`config.mk`:
```
export PLATFORM = sky130hd
export DESIGN_NAME = core_top
export DESIGN_NICKNAME = d
export VERILOG_FILES = /design/src/common/mcs_pkg.sv /design/src/op_decode.sv /design/src/fetch/fetch_ctrl.sv /design/src/exec/operand_addr.sv /design/src/exec/alu.sv /design/src/exec/data_mem.sv /design/src/core_top.sv
export SDC_FILE = /design/constraint.sdc
export NUM_CORES = 2
export LEC_CHECK = 0
export BUFFER_PORTS_ARGS = -buffer_cell sky130_fd_sc_hd__buf_2
export CORE_MARGIN = 1.5
export CORE_UTILIZATION = 38
export CTS_CLUSTER_SIZE = 40
export DETAILED_ROUTE_END_ITERATION = 6
export PLACE_DENSITY = 0.59
export SLEW_MARGIN = 10
export SYNTH_ARGS = -nofsm -noshare
export SYNTH_HDL_FRONTEND = slang
export SYNTH_SLANG_ARGS = --single-unit
```
`constraint.sdc`:
```
create_clock -name clk -period 22.6 [get_ports clk]
set_clock_uncertainty 0.1 [all_clocks]
set_input_delay 2.26 -clock clk [delete_from_list [all_inputs] [get_ports clk]]
set_output_delay 2.26 -clock clk [all_outputs]
set_load 0.005 [all_outputs]
```
`src/common/mcs_pkg.sv`:
```
package mcs_pkg;

    localparam int addr_w_c = 16;
    localparam int data_w_c = 8;

    // ~~~~~~~~~~~~~~~~~~~~
    // direct address map
    localparam logic [data_w_c-1:0] sfr_acc_c = 8'he0;
    localparam logic [data_w_c-1:0] sfr_psw_c = 8'hd0;
    localparam logic [data_w_c-1:0] sfr_dpl_c = 8'h82;
    localparam logic [data_w_c-1:0] sfr_dph_c = 8'h83;
    localparam logic [data_w_c-1:0] ram_top_c = 8'h7f;   // plain ram below this

    localparam int psw_cy_c = 7;                          // carry bit in psw

    // ~~~~~~~~~~~~~~~~~~~~
    // kept opcodes in their standard encodings
    typedef enum logic [data_w_c-1:0] {
        op_nop       = 8'h00,
        op_ljmp      = 8'h02,
        op_rr_a      = 8'h03,
        op_inc_a     = 8'h04,
        op_dec_a     = 8'h14,
        op_rl_a      = 8'h23,
        op_add_da    = 8'h24,
        op_add_di    = 8'h25,
        op_addc_da   = 8'h34,
        op_orl_da    = 8'h44,
        op_anl_da    = 8'h54,
        op_jz        = 8'h60,
        op_xrl_da    = 8'h64,
        op_jnz       = 8'h70,
        op_mov_a_da  = 8'h74,
        op_mov_di_da = 8'h75,
        op_sjmp      = 8'h80,
        op_mov_dptr  = 8'h90,
        op_subb_da   = 8'h94,
        op_inc_dptr  = 8'ha3,
        op_clr_c     = 8'hc3,
        op_swap_a    = 8'hc4,
        op_setb_c    = 8'hd3,
        op_clr_a     = 8'he4,
        op_mov_a_di  = 8'he5,
        op_movx_dp_a = 8'hf0,
        op_cpl_a     = 8'hf4,
        op_mov_di_a  = 8'hf5
    } opcode_e;

    typedef struct packed {
        opcode_e    op;
        logic [1:0] len;      // 1 to 3 bytes
        logic       rd_dir;   // reads a direct operand
        logic       wr_dir;   // writes a direct destination
        logic       branch;
    } dec_t;

    typedef struct packed {
        logic                en;
        logic [data_w_c-1:0] addr;
        logic [data_w_c-1:0] data;
    } mem_wr_t;

    typedef struct packed {
        logic                en;
        logic [addr_w_c-1:0] addr;
        logic [data_w_c-1:0] data;
    } xram_wr_t;

    typedef struct packed {
        dec_t                dec;
        logic [data_w_c-1:0] byte2;
        logic [data_w_c-1:0] byte3;
        logic [data_w_c-1:0] operand;
    } exec_t;

endpackage

```
`src/op_decode.sv`:
```
`timescale 1ns/1ns

module op_decode (
    input  logic [mcs_pkg::data_w_c-1:0] op_byte,
    output mcs_pkg::dec_t                dec
);

    always_comb begin
        dec     = '0;
        dec.op  = mcs_pkg::opcode_e'(op_byte);
        dec.len = 2'd1;
        case (op_byte)
            mcs_pkg::op_ljmp,
            mcs_pkg::op_mov_dptr,
            mcs_pkg::op_mov_di_da:
                dec.len = 2'd3;
            mcs_pkg::op_sjmp,
            mcs_pkg::op_jz,
            mcs_pkg::op_jnz,
            mcs_pkg::op_add_da,
            mcs_pkg::op_add_di,
            mcs_pkg::op_addc_da,
            mcs_pkg::op_subb_da,
            mcs_pkg::op_anl_da,
            mcs_pkg::op_orl_da,
            mcs_pkg::op_xrl_da,
            mcs_pkg::op_mov_a_da,
            mcs_pkg::op_mov_a_di,
            mcs_pkg::op_mov_di_a:
                dec.len = 2'd2;
            mcs_pkg::op_nop,
            mcs_pkg::op_inc_a,
            mcs_pkg::op_dec_a,
            mcs_pkg::op_clr_a,
            mcs_pkg::op_cpl_a,
            mcs_pkg::op_rl_a,
            mcs_pkg::op_rr_a,
            mcs_pkg::op_swap_a,
            mcs_pkg::op_inc_dptr,
            mcs_pkg::op_clr_c,
            mcs_pkg::op_setb_c,
            mcs_pkg::op_movx_dp_a:
                dec.len = 2'd1;
            default:
                dec.op = mcs_pkg::op_nop;       // unknown runs as nop
        endcase

        dec.rd_dir = (dec.op == mcs_pkg::op_add_di) || (dec.op == mcs_pkg::op_mov_a_di);
        dec.wr_dir = (dec.op == mcs_pkg::op_mov_di_a) || (dec.op == mcs_pkg::op_mov_di_da);
        dec.branch = (dec.op == mcs_pkg::op_ljmp) || (dec.op == mcs_pkg::op_sjmp) ||
                     (dec.op == mcs_pkg::op_jz)   || (dec.op == mcs_pkg::op_jnz);
    end

endmodule

```
`src/fetch/fetch_ctrl.sv`:
```
`timescale 1ns/1ns

module fetch_ctrl (
    input  logic                            clk,
    input  logic                            rst,
    input  logic [mcs_pkg::data_w_c-1:0]    rom_data,
    input  mcs_pkg::dec_t                   dec_now,
    input  mcs_pkg::dec_t                   dec1,
    input  logic [mcs_pkg::data_w_c-1:0]    operand,
    input  logic [mcs_pkg::data_w_c-1:0]    acc,
    output logic [mcs_pkg::addr_w_c-1:0]    rom_addr,
    output logic [mcs_pkg::data_w_c-1:0]    inst1,
    output mcs_pkg::exec_t                  slot,
    output logic                            exec_valid
);

    logic [mcs_pkg::addr_w_c-1:0]   pc_q;
    logic [mcs_pkg::data_w_c-1:0]   inst1_q;
    mcs_pkg::dec_t                  inst2_q;    // execute opcode kept decoded
    logic [2:0]                     first_q;    // rom_data, inst1, inst2 hold an opcode
    logic                           cond_ok;
    logic                           taken;
    logic                           more_bytes;
    logic [mcs_pkg::addr_w_c-1:0]   target;

    // ~~~~~~~~~~~~~~~~~~~~
    // branch resolve in execute
    always_comb begin
        case (inst2_q.op)
            mcs_pkg::op_jz:  cond_ok = (acc == '0);
            mcs_pkg::op_jnz: cond_ok = (acc != '0);
            default:         cond_ok = 1'b1;
        endcase
    end

    assign taken = first_q[2] && inst2_q.branch && cond_ok;

    // pc already points past a 2-byte branch here
    assign target = (inst2_q.op == mcs_pkg::op_ljmp) ? {inst1_q, rom_data} :
                    pc_q + {{8{inst1_q[7]}}, inst1_q};

    // ~~~~~~~~~~~~~~~~~~~~
    // first-byte tracker
    assign more_bytes = (first_q[0] && (dec_now.len != 2'd1)) ||
                        (first_q[1] && (dec1.len == 2'd3));

    always_ff @(posedge clk or negedge rst) begin
        if (!rst) begin
            first_q <= 3'b000;
        end else begin
            first_q <= {first_q[1] & ~taken,
                        first_q[0] & ~taken,
                        taken | ~more_bytes};   // target opcode arrives next
        end
    end

    always_ff @(posedge clk or negedge rst) begin
        if (!rst) begin
            pc_q <= '0;
        end else if (taken) begin
            pc_q <= target;
        end else if (first_q != 3'b000) begin
            pc_q <= pc_q + 16'd1;               // held in the first cycle
        end
    end

    always_ff @(posedge clk or negedge rst) begin
        if (!rst) begin
            inst1_q <= '0;
            inst2_q <= '0;
        end else begin
            inst1_q <= rom_data;
            inst2_q <= dec1;
        end
    end

    assign rom_addr   = pc_q;
    assign inst1      = inst1_q;
    assign exec_valid = first_q[2];
    assign slot       = '{dec: inst2_q, byte2: inst1_q, byte3: rom_data, operand: operand};

endmodule

```
`src/exec/operand_addr.sv`:
```
`timescale 1ns/1ns

module operand_addr (
    input  logic                            clk,
    input  logic                            rst,
    input  mcs_pkg::dec_t                   dec1,
    input  logic [mcs_pkg::data_w_c-1:0]    rom_data,
    output logic [mcs_pkg::data_w_c-1:0]    rd_addr,
    input  logic [mcs_pkg::data_w_c-1:0]    rd_data,
    output logic [mcs_pkg::data_w_c-1:0]    operand
);

    // direct address is the byte behind the opcode in inst1
    assign rd_addr = dec1.rd_dir ? rom_data : '0;

    // operand ready for the execute cycle
    always_ff @(posedge clk or negedge rst) begin
        if (!rst) begin
            operand <= '0;
        end else if (dec1.rd_dir) begin
            operand <= rd_data;
        end
    end

endmodule

```
`src/exec/alu.sv`:
```
`timescale 1ns/1ns

module alu (
    input  mcs_pkg::exec_t                  slot,
    input  logic                            exec_valid,
    input  logic [mcs_pkg::data_w_c-1:0]    acc,
    input  logic [mcs_pkg::data_w_c-1:0]    psw,
    input  logic [mcs_pkg::addr_w_c-1:0]    dptr,
    output logic [mcs_pkg::data_w_c-1:0]    acc_next,
    output logic [mcs_pkg::data_w_c-1:0]    psw_next,
    output logic [mcs_pkg::addr_w_c-1:0]    dptr_next,
    output mcs_pkg::mem_wr_t                mem_wr,
    output mcs_pkg::xram_wr_t               xram_wr_next
);

    logic [mcs_pkg::data_w_c-1:0]   src;
    logic                           cy;
    logic [mcs_pkg::data_w_c:0]     sum;    // carry in the top bit

    assign src = slot.dec.rd_dir ? slot.operand : slot.byte2;
    assign cy  = psw[mcs_pkg::psw_cy_c];

    always_comb begin
        case (slot.dec.op)
            mcs_pkg::op_addc_da: sum = {1'b0, acc} + {1'b0, src} + 9'(cy);
            mcs_pkg::op_subb_da: sum = {1'b0, acc} - {1'b0, src} - 9'(cy);    // borrow
            default:             sum = {1'b0, acc} + {1'b0, src};
        endcase
    end

    always_comb begin
        acc_next  = acc;
        psw_next  = psw;
        dptr_next = dptr;
        if (exec_valid) begin
            case (slot.dec.op)
                mcs_pkg::op_add_da,
                mcs_pkg::op_add_di,
                mcs_pkg::op_addc_da,
                mcs_pkg::op_subb_da: begin
                    acc_next                   = sum[7:0];
                    psw_next[mcs_pkg::psw_cy_c] = sum[8];
                end
                mcs_pkg::op_anl_da:   acc_next = acc & src;
                mcs_pkg::op_orl_da:   acc_next = acc | src;
                mcs_pkg::op_xrl_da:   acc_next = acc ^ src;
                mcs_pkg::op_inc_a:    acc_next = acc + 8'd1;
                mcs_pkg::op_dec_a:    acc_next = acc - 8'd1;
                mcs_pkg::op_clr_a:    acc_next = '0;
                mcs_pkg::op_cpl_a:    acc_next = ~acc;
                mcs_pkg::op_rl_a:     acc_next = {acc[6:0], acc[7]};
                mcs_pkg::op_rr_a:     acc_next = {acc[0], acc[7:1]};
                mcs_pkg::op_swap_a:   acc_next = {acc[3:0], acc[7:4]};
                mcs_pkg::op_mov_a_da,
                mcs_pkg::op_mov_a_di: acc_next = src;
                mcs_pkg::op_mov_dptr: dptr_next = {slot.byte2, slot.byte3};
                mcs_pkg::op_inc_dptr: dptr_next = dptr + 16'd1;
                mcs_pkg::op_clr_c:    psw_next[mcs_pkg::psw_cy_c] = 1'b0;
                mcs_pkg::op_setb_c:   psw_next[mcs_pkg::psw_cy_c] = 1'b1;
                default: ;                                      // nop, branches, stores
            endcase
        end
    end

    // direct store destination is always byte 2
    assign mem_wr.en   = exec_valid && slot.dec.wr_dir;
    assign mem_wr.addr = slot.byte2;
    assign mem_wr.data = (slot.dec.op == mcs_pkg::op_mov_di_a) ? acc : slot.byte3;

    assign xram_wr_next.en   = exec_valid && (slot.dec.op == mcs_pkg::op_movx_dp_a);
    assign xram_wr_next.addr = dptr;
    assign xram_wr_next.data = acc;

endmodule

```
`src/exec/data_mem.sv`:
```
`timescale 1ns/1ns

module data_mem (
    input  logic                            clk,
    input  logic                            rst,
    input  logic [mcs_pkg::data_w_c-1:0]    rd_addr,
    output logic [mcs_pkg::data_w_c-1:0]    rd_data,
    input  logic [mcs_pkg::data_w_c-1:0]    acc_next,
    input  logic [mcs_pkg::data_w_c-1:0]    psw_next,
    input  logic [mcs_pkg::addr_w_c-1:0]    dptr_next,
    input  mcs_pkg::mem_wr_t                mem_wr,
    input  mcs_pkg::xram_wr_t               xram_wr_next,
    output logic [mcs_pkg::data_w_c-1:0]    acc,
    output logic [mcs_pkg::data_w_c-1:0]    psw,
    output logic [mcs_pkg::addr_w_c-1:0]    dptr,
    output mcs_pkg::xram_wr_t               xram_wr
);

    logic [mcs_pkg::data_w_c-1:0]   ram [0:127];
    logic [mcs_pkg::data_w_c-1:0]   dpl;
    logic [mcs_pkg::data_w_c-1:0]   dph;
    logic                           ram_wr;
    logic                           xram_en_q;
    logic [mcs_pkg::addr_w_c-1:0]   xram_addr_q;
    logic [mcs_pkg::data_w_c-1:0]   xram_data_q;

    function automatic logic sfr_hit(input mcs_pkg::mem_wr_t wr,
                                     input logic [mcs_pkg::data_w_c-1:0] addr);
        return wr.en && (wr.addr == addr);
    endfunction

    // ~~~~~~~~~~~~~~~~~~~~
    // plain ram in the lower half of direct space
    assign ram_wr = mem_wr.en && (mem_wr.addr <= mcs_pkg::ram_top_c);

    always_ff @(posedge clk) begin
        if (ram_wr) begin
            ram[mem_wr.addr[6:0]] <= mem_wr.data;
        end
    end

    always_comb begin
        if (rd_addr <= mcs_pkg::ram_top_c) begin
            rd_data = ram[rd_addr[6:0]];
        end else begin
            case (rd_addr)
                mcs_pkg::sfr_acc_c: rd_data = acc;
                mcs_pkg::sfr_psw_c: rd_data = psw;
                mcs_pkg::sfr_dpl_c: rd_data = dpl;
                mcs_pkg::sfr_dph_c: rd_data = dph;
                default:            rd_data = '0;   // unmapped sfr
            endcase
        end
    end

    // ~~~~~~~~~~~~~~~~~~~~
    // a direct store to an sfr wins over the alu result
    always_ff @(posedge clk or negedge rst) begin
        if (!rst) begin
            acc <= '0;
            psw <= '0;
            dpl <= '0;
            dph <= '0;
        end else begin
            acc <= sfr_hit(mem_wr, mcs_pkg::sfr_acc_c) ? mem_wr.data : acc_next;
            psw <= sfr_hit(mem_wr, mcs_pkg::sfr_psw_c) ? mem_wr.data : psw_next;
            dpl <= sfr_hit(mem_wr, mcs_pkg::sfr_dpl_c) ? mem_wr.data : dptr_next[7:0];
            dph <= sfr_hit(mem_wr, mcs_pkg::sfr_dph_c) ? mem_wr.data : dptr_next[15:8];
        end
    end

    assign dptr = {dph, dpl};

    // ~~~~~~~~~~~~~~~~~~~~
    // external write one cycle behind execute
    always_ff @(posedge clk or negedge rst) begin
        if (!rst) begin
            xram_en_q <= 1'b0;
        end else begin
            xram_en_q <= xram_wr_next.en;
        end
    end

    always_ff @(posedge clk) begin
        if (xram_wr_next.en) begin
            xram_addr_q <= xram_wr_next.addr;
            xram_data_q <= xram_wr_next.data;
        end
    end

    assign xram_wr = '{en: xram_en_q, addr: xram_addr_q, data: xram_data_q};

endmodule

```
`src/core_top.sv`:
```
`timescale 1ns/1ns

module core_top (
    input  logic                            clk,
    input  logic                            rst,
    output logic [mcs_pkg::addr_w_c-1:0]    rom_addr,
    input  logic [mcs_pkg::data_w_c-1:0]    rom_data,
    output mcs_pkg::xram_wr_t               xram_wr
);

    mcs_pkg::dec_t                  dec_now;
    mcs_pkg::dec_t                  dec1;
    mcs_pkg::exec_t                 slot;
    mcs_pkg::mem_wr_t               mem_wr;
    mcs_pkg::xram_wr_t              xram_wr_next;
    logic                           exec_valid;
    logic [mcs_pkg::data_w_c-1:0]   inst1;
    logic [mcs_pkg::data_w_c-1:0]   rd_addr;
    logic [mcs_pkg::data_w_c-1:0]   rd_data;
    logic [mcs_pkg::data_w_c-1:0]   operand;
    logic [mcs_pkg::data_w_c-1:0]   acc;
    logic [mcs_pkg::data_w_c-1:0]   psw;
    logic [mcs_pkg::data_w_c-1:0]   acc_next;
    logic [mcs_pkg::data_w_c-1:0]   psw_next;
    logic [mcs_pkg::addr_w_c-1:0]   dptr;
    logic [mcs_pkg::addr_w_c-1:0]   dptr_next;

    op_decode u_dec_now (.op_byte(rom_data), .dec(dec_now));    // length tracking
    op_decode u_dec_inst1 (.op_byte(inst1), .dec(dec1));        // operand addressing

    fetch_ctrl u_fetch_ctrl (
        .clk        (clk),
        .rst        (rst),
        .rom_data   (rom_data),
        .dec_now    (dec_now),
        .dec1       (dec1),
        .operand    (operand),
        .acc        (acc),
        .rom_addr   (rom_addr),
        .inst1      (inst1),
        .slot       (slot),
        .exec_valid (exec_valid)
    );

    operand_addr u_operand_addr (
        .clk        (clk),
        .rst        (rst),
        .dec1       (dec1),
        .rom_data   (rom_data),
        .rd_addr    (rd_addr),
        .rd_data    (rd_data),
        .operand    (operand)
    );

    alu u_alu (
        .slot         (slot),
        .exec_valid   (exec_valid),
        .acc          (acc),
        .psw          (psw),
        .dptr         (dptr),
        .acc_next     (acc_next),
        .psw_next     (psw_next),
        .dptr_next    (dptr_next),
        .mem_wr       (mem_wr),
        .xram_wr_next (xram_wr_next)
    );

    data_mem u_data_mem (
        .clk          (clk),
        .rst          (rst),
        .rd_addr      (rd_addr),
        .rd_data      (rd_data),
        .acc_next     (acc_next),
        .psw_next     (psw_next),
        .dptr_next    (dptr_next),
        .mem_wr       (mem_wr),
        .xram_wr_next (xram_wr_next),
        .acc          (acc),
        .psw          (psw),
        .dptr         (dptr),
        .xram_wr      (xram_wr)
    );

endmodule

```
==> flow_metrics.tcl <==
set metrics [dict create \
    grt_use_total_pct 23.3 \
    whs_endpoint "u_data_mem.psw[3]" \
    wl_um 156000 \
    final_nets 3797 \
    finalWorstSetupSlack_ns 16.87 \
    worstHoldStart "u_data_mem.psw[3]" \
    port_buffers 50 \
    nFillCells 11600 \
    cts_tree "built" \
    drv_cap 0 \
    via_count 32800 \
    fin_crit_ns 5.73 \
    final_util_pct 43.2 \
    clkSlewWorstSetupHoldPaths_ns 0.06 \
    synth_cells 3712 \
    place_ws_ns 16.16 \
    die_h_um 363 \
    ys_types 88 \
    dpl_cell_area_um2 51400 \
    crit_path_max_fanout 30 \
    hold_class "reg2reg" \
    arrival_ns 6.28 \
    async_flop_share_pct 7.01 \
    die_w_um 363 \
    setup-violations-final 0 \
    drcViolationCount 0 \
    yosysSeqAreaShare_pct 67.9 \
    period_share_pct 25.4 \
    criticalPathCategory "in2reg" \
    synthToLayoutAreaGrowth_pct 12.4 \
    clock_latency_ns 0.75 \
    grt-ovfl-total 0 \
    cts_made_buffers 117 \
    p_leak_nw 18.8 \
    slew_headroom_pct 17.3 \
    cp-start-kind "input pin" \
    rsz0062_at_grt "no" \
    post_cts_buffers 0 \
    hold_viol_final 0 \
    antenna_found_initial 0 \
    drt_first_pass_iters 6 \
    drt-initial-drc-count 4495 \
    grt_max_degree 153 \
    ys_warn_count 0 \
    final_max_slew_viol_count 0 \
    synth_nets 3782 \
    start_util_pct 38.5 \
    r2r_start "u_fetch_ctrl.inst1[1]" \
    status "complete, no violations" \
    synth_seq_cells 1127 \
    clockBufferDepth 3 \
    cts-resized-gates 0 \
    grt_pass1_vias 30900 \
    htree_levels 3 \
    routabilityCongestion 0.909 \
    fmax_ghz 0.174 \
    r2r_slack_ns 17.39 \
    vias_per_cell 5.90 \
    hold_depth 1 \
    routedWlPerCell_um 28.1 \
    r2r_cells 9 \
    setup_tns_ns 0 \
    cts_hold_buf 0 \
    cts_num_sinks 1127 \
    cp.required_ns 23.15 \
    rows 131 \
    worst_pin_slew_ns 1.24 \
    end_kind "flip-flop" \
    layout_commonest_cell "edfxtp_1" \
    drive_above_1_share_pct 10.3 \
    dp_hpwl_um 96500 \
    die_area_um2 132000 \
    cts-root-buf "clkbuf_16" \
    synth-edff-count 1048 \
    synthFlopType "edfxtp_1" \
    layout_common_cells "edfxtp_1, nand2_1, nor2_1, mux2i_1, a21oi_1" \
    power_density_nw_per_um2 87.8 \
    avgSynthCellArea_um2 13.3 \
    ant_nets 0 \
    grt_pass1_wl_um 225000 \
    r2r_end "u_operand_addr.operand[7]" \
    core_um2 128000 \
    netlist_area_um2 49300 \
    fin_area_um2 55300 \
    vdd_ir_drop_max_mv 0.0665 \
    pin_count 51 \
]
## registers in the layout, summed over array words and instances, names as in the netlist
name	count
u_data_mem.acc	8
u_data_mem.dph	8
u_data_mem.dpl	8
u_data_mem.psw	8
u_data_mem.ram	1024
u_data_mem.xram_addr_q	16
u_data_mem.xram_data_q	8
u_data_mem.xram_en_q	1
u_fetch_ctrl.first_q	3
u_fetch_ctrl.inst1	8
u_fetch_ctrl.rom_addr	16
u_fetch_ctrl.slot	11
u_operand_addr.operand	8
## kinds of logic (layout without fill, tap and decap cells)
group | Yosys count | after routing | synth area share [%]
compound gates | 844 | 844 | 11.2
xor+xnor | 50 | 50 | 0.965
fa+ha+maj | 60 | 60 | 1.60
buf+inv | 288 | 405 | 2.53
flops | 1127 | 1127 | 67.9
mux | 283 | 283 | 6.05
other cells | 1 | 2 | 0.00761
simple gates | 1059 | 1059 | 9.75
## area by class of cell
type                       count  area (µm²)  share of cell area, %
clock inverter                75         791                   1.43
sequential                  1127       33400                   60.4
timing repair buffer         137         956                   1.73
tap                         1729        2160                   3.91
antenna                        1        2.50                0.00452
clock buffer                 146        3090                   5.58
inverter                      47         181                  0.328
multi-input combinational   2297       14700                   26.6
## stage by stage
step           instances  power, mW  hold WS [ns]
3_5_place_dp        5336       2.93         0.396
2_1_floorplan       3712       2.76         0.323
5_1_grt             5558       5.01         0.437
6_report            5559       4.86         0.408
4_1_cts             5557       4.87         0.410
3_3_place_gp        5335       2.92         0.390
## cells in the mapped netlist, types with 30 or more instances
library cell  count  area [µm²]
o21ai_0         155         776
mux2_2           30         338
buf_2            93         465
nor2_1          283        1060
nor2b_1          40         250
a221oi_1         54         473
dfrtp_1          79        1980
a21oi_1         212        1060
inv_1            46         173
nor3_1           34         170
mux2i_1         244        2440
a211oi_1         87         653
edfxtp_1       1048       31500
ha_1             55         688
a31oi_1          95         594
and2_1           38         238
nand2_1         424        1590
nand3_1         125         626
clkbuf_1        118         443
## layer usage
| layer | GRT usage [%] | wire [µm] |
|---|---|---|
| met1 | 32.0 | 64400 |
| met2 | 36.4 | 71500 |
| met3 | 5.24 | 14800 |
| met4 | 8.21 | 5790 |
| met5 | 0 | 0 |
## worst max path at each step
stage,from,to,slack [ns]
final,rom_data[0],u_operand_addr.operand[7],16.87
after detailed placement,rom_data[0],u_operand_addr.operand[7],16.16
after global routing,rom_data[0],u_operand_addr.operand[0],16.70
after global placement,rom_data[0],u_operand_addr.operand[7],15.91
after floorplan,u_fetch_ctrl.slot[34],u_data_mem.ram[0][2],14.93
after CTS,rom_data[0],u_operand_addr.operand[7],16.92
## power breakdown
group	internal, mW	total, mW	switching [mW]
Sequential	2.31	2.38	0.0739
Clock	1.13	1.96	0.831
Combinational	0.198	0.514	0.316
## critical path, cell delays in order
cell       delay (ns)
buf_8            0.21
nand4_4          0.53
nor2_4           0.93
buf_4            0.59
a221oi_1         0.22
a2111oi_1        1.05
o31ai_1          0.20
a32oi_1          0.23
Power figures use the tool's default switching activity.
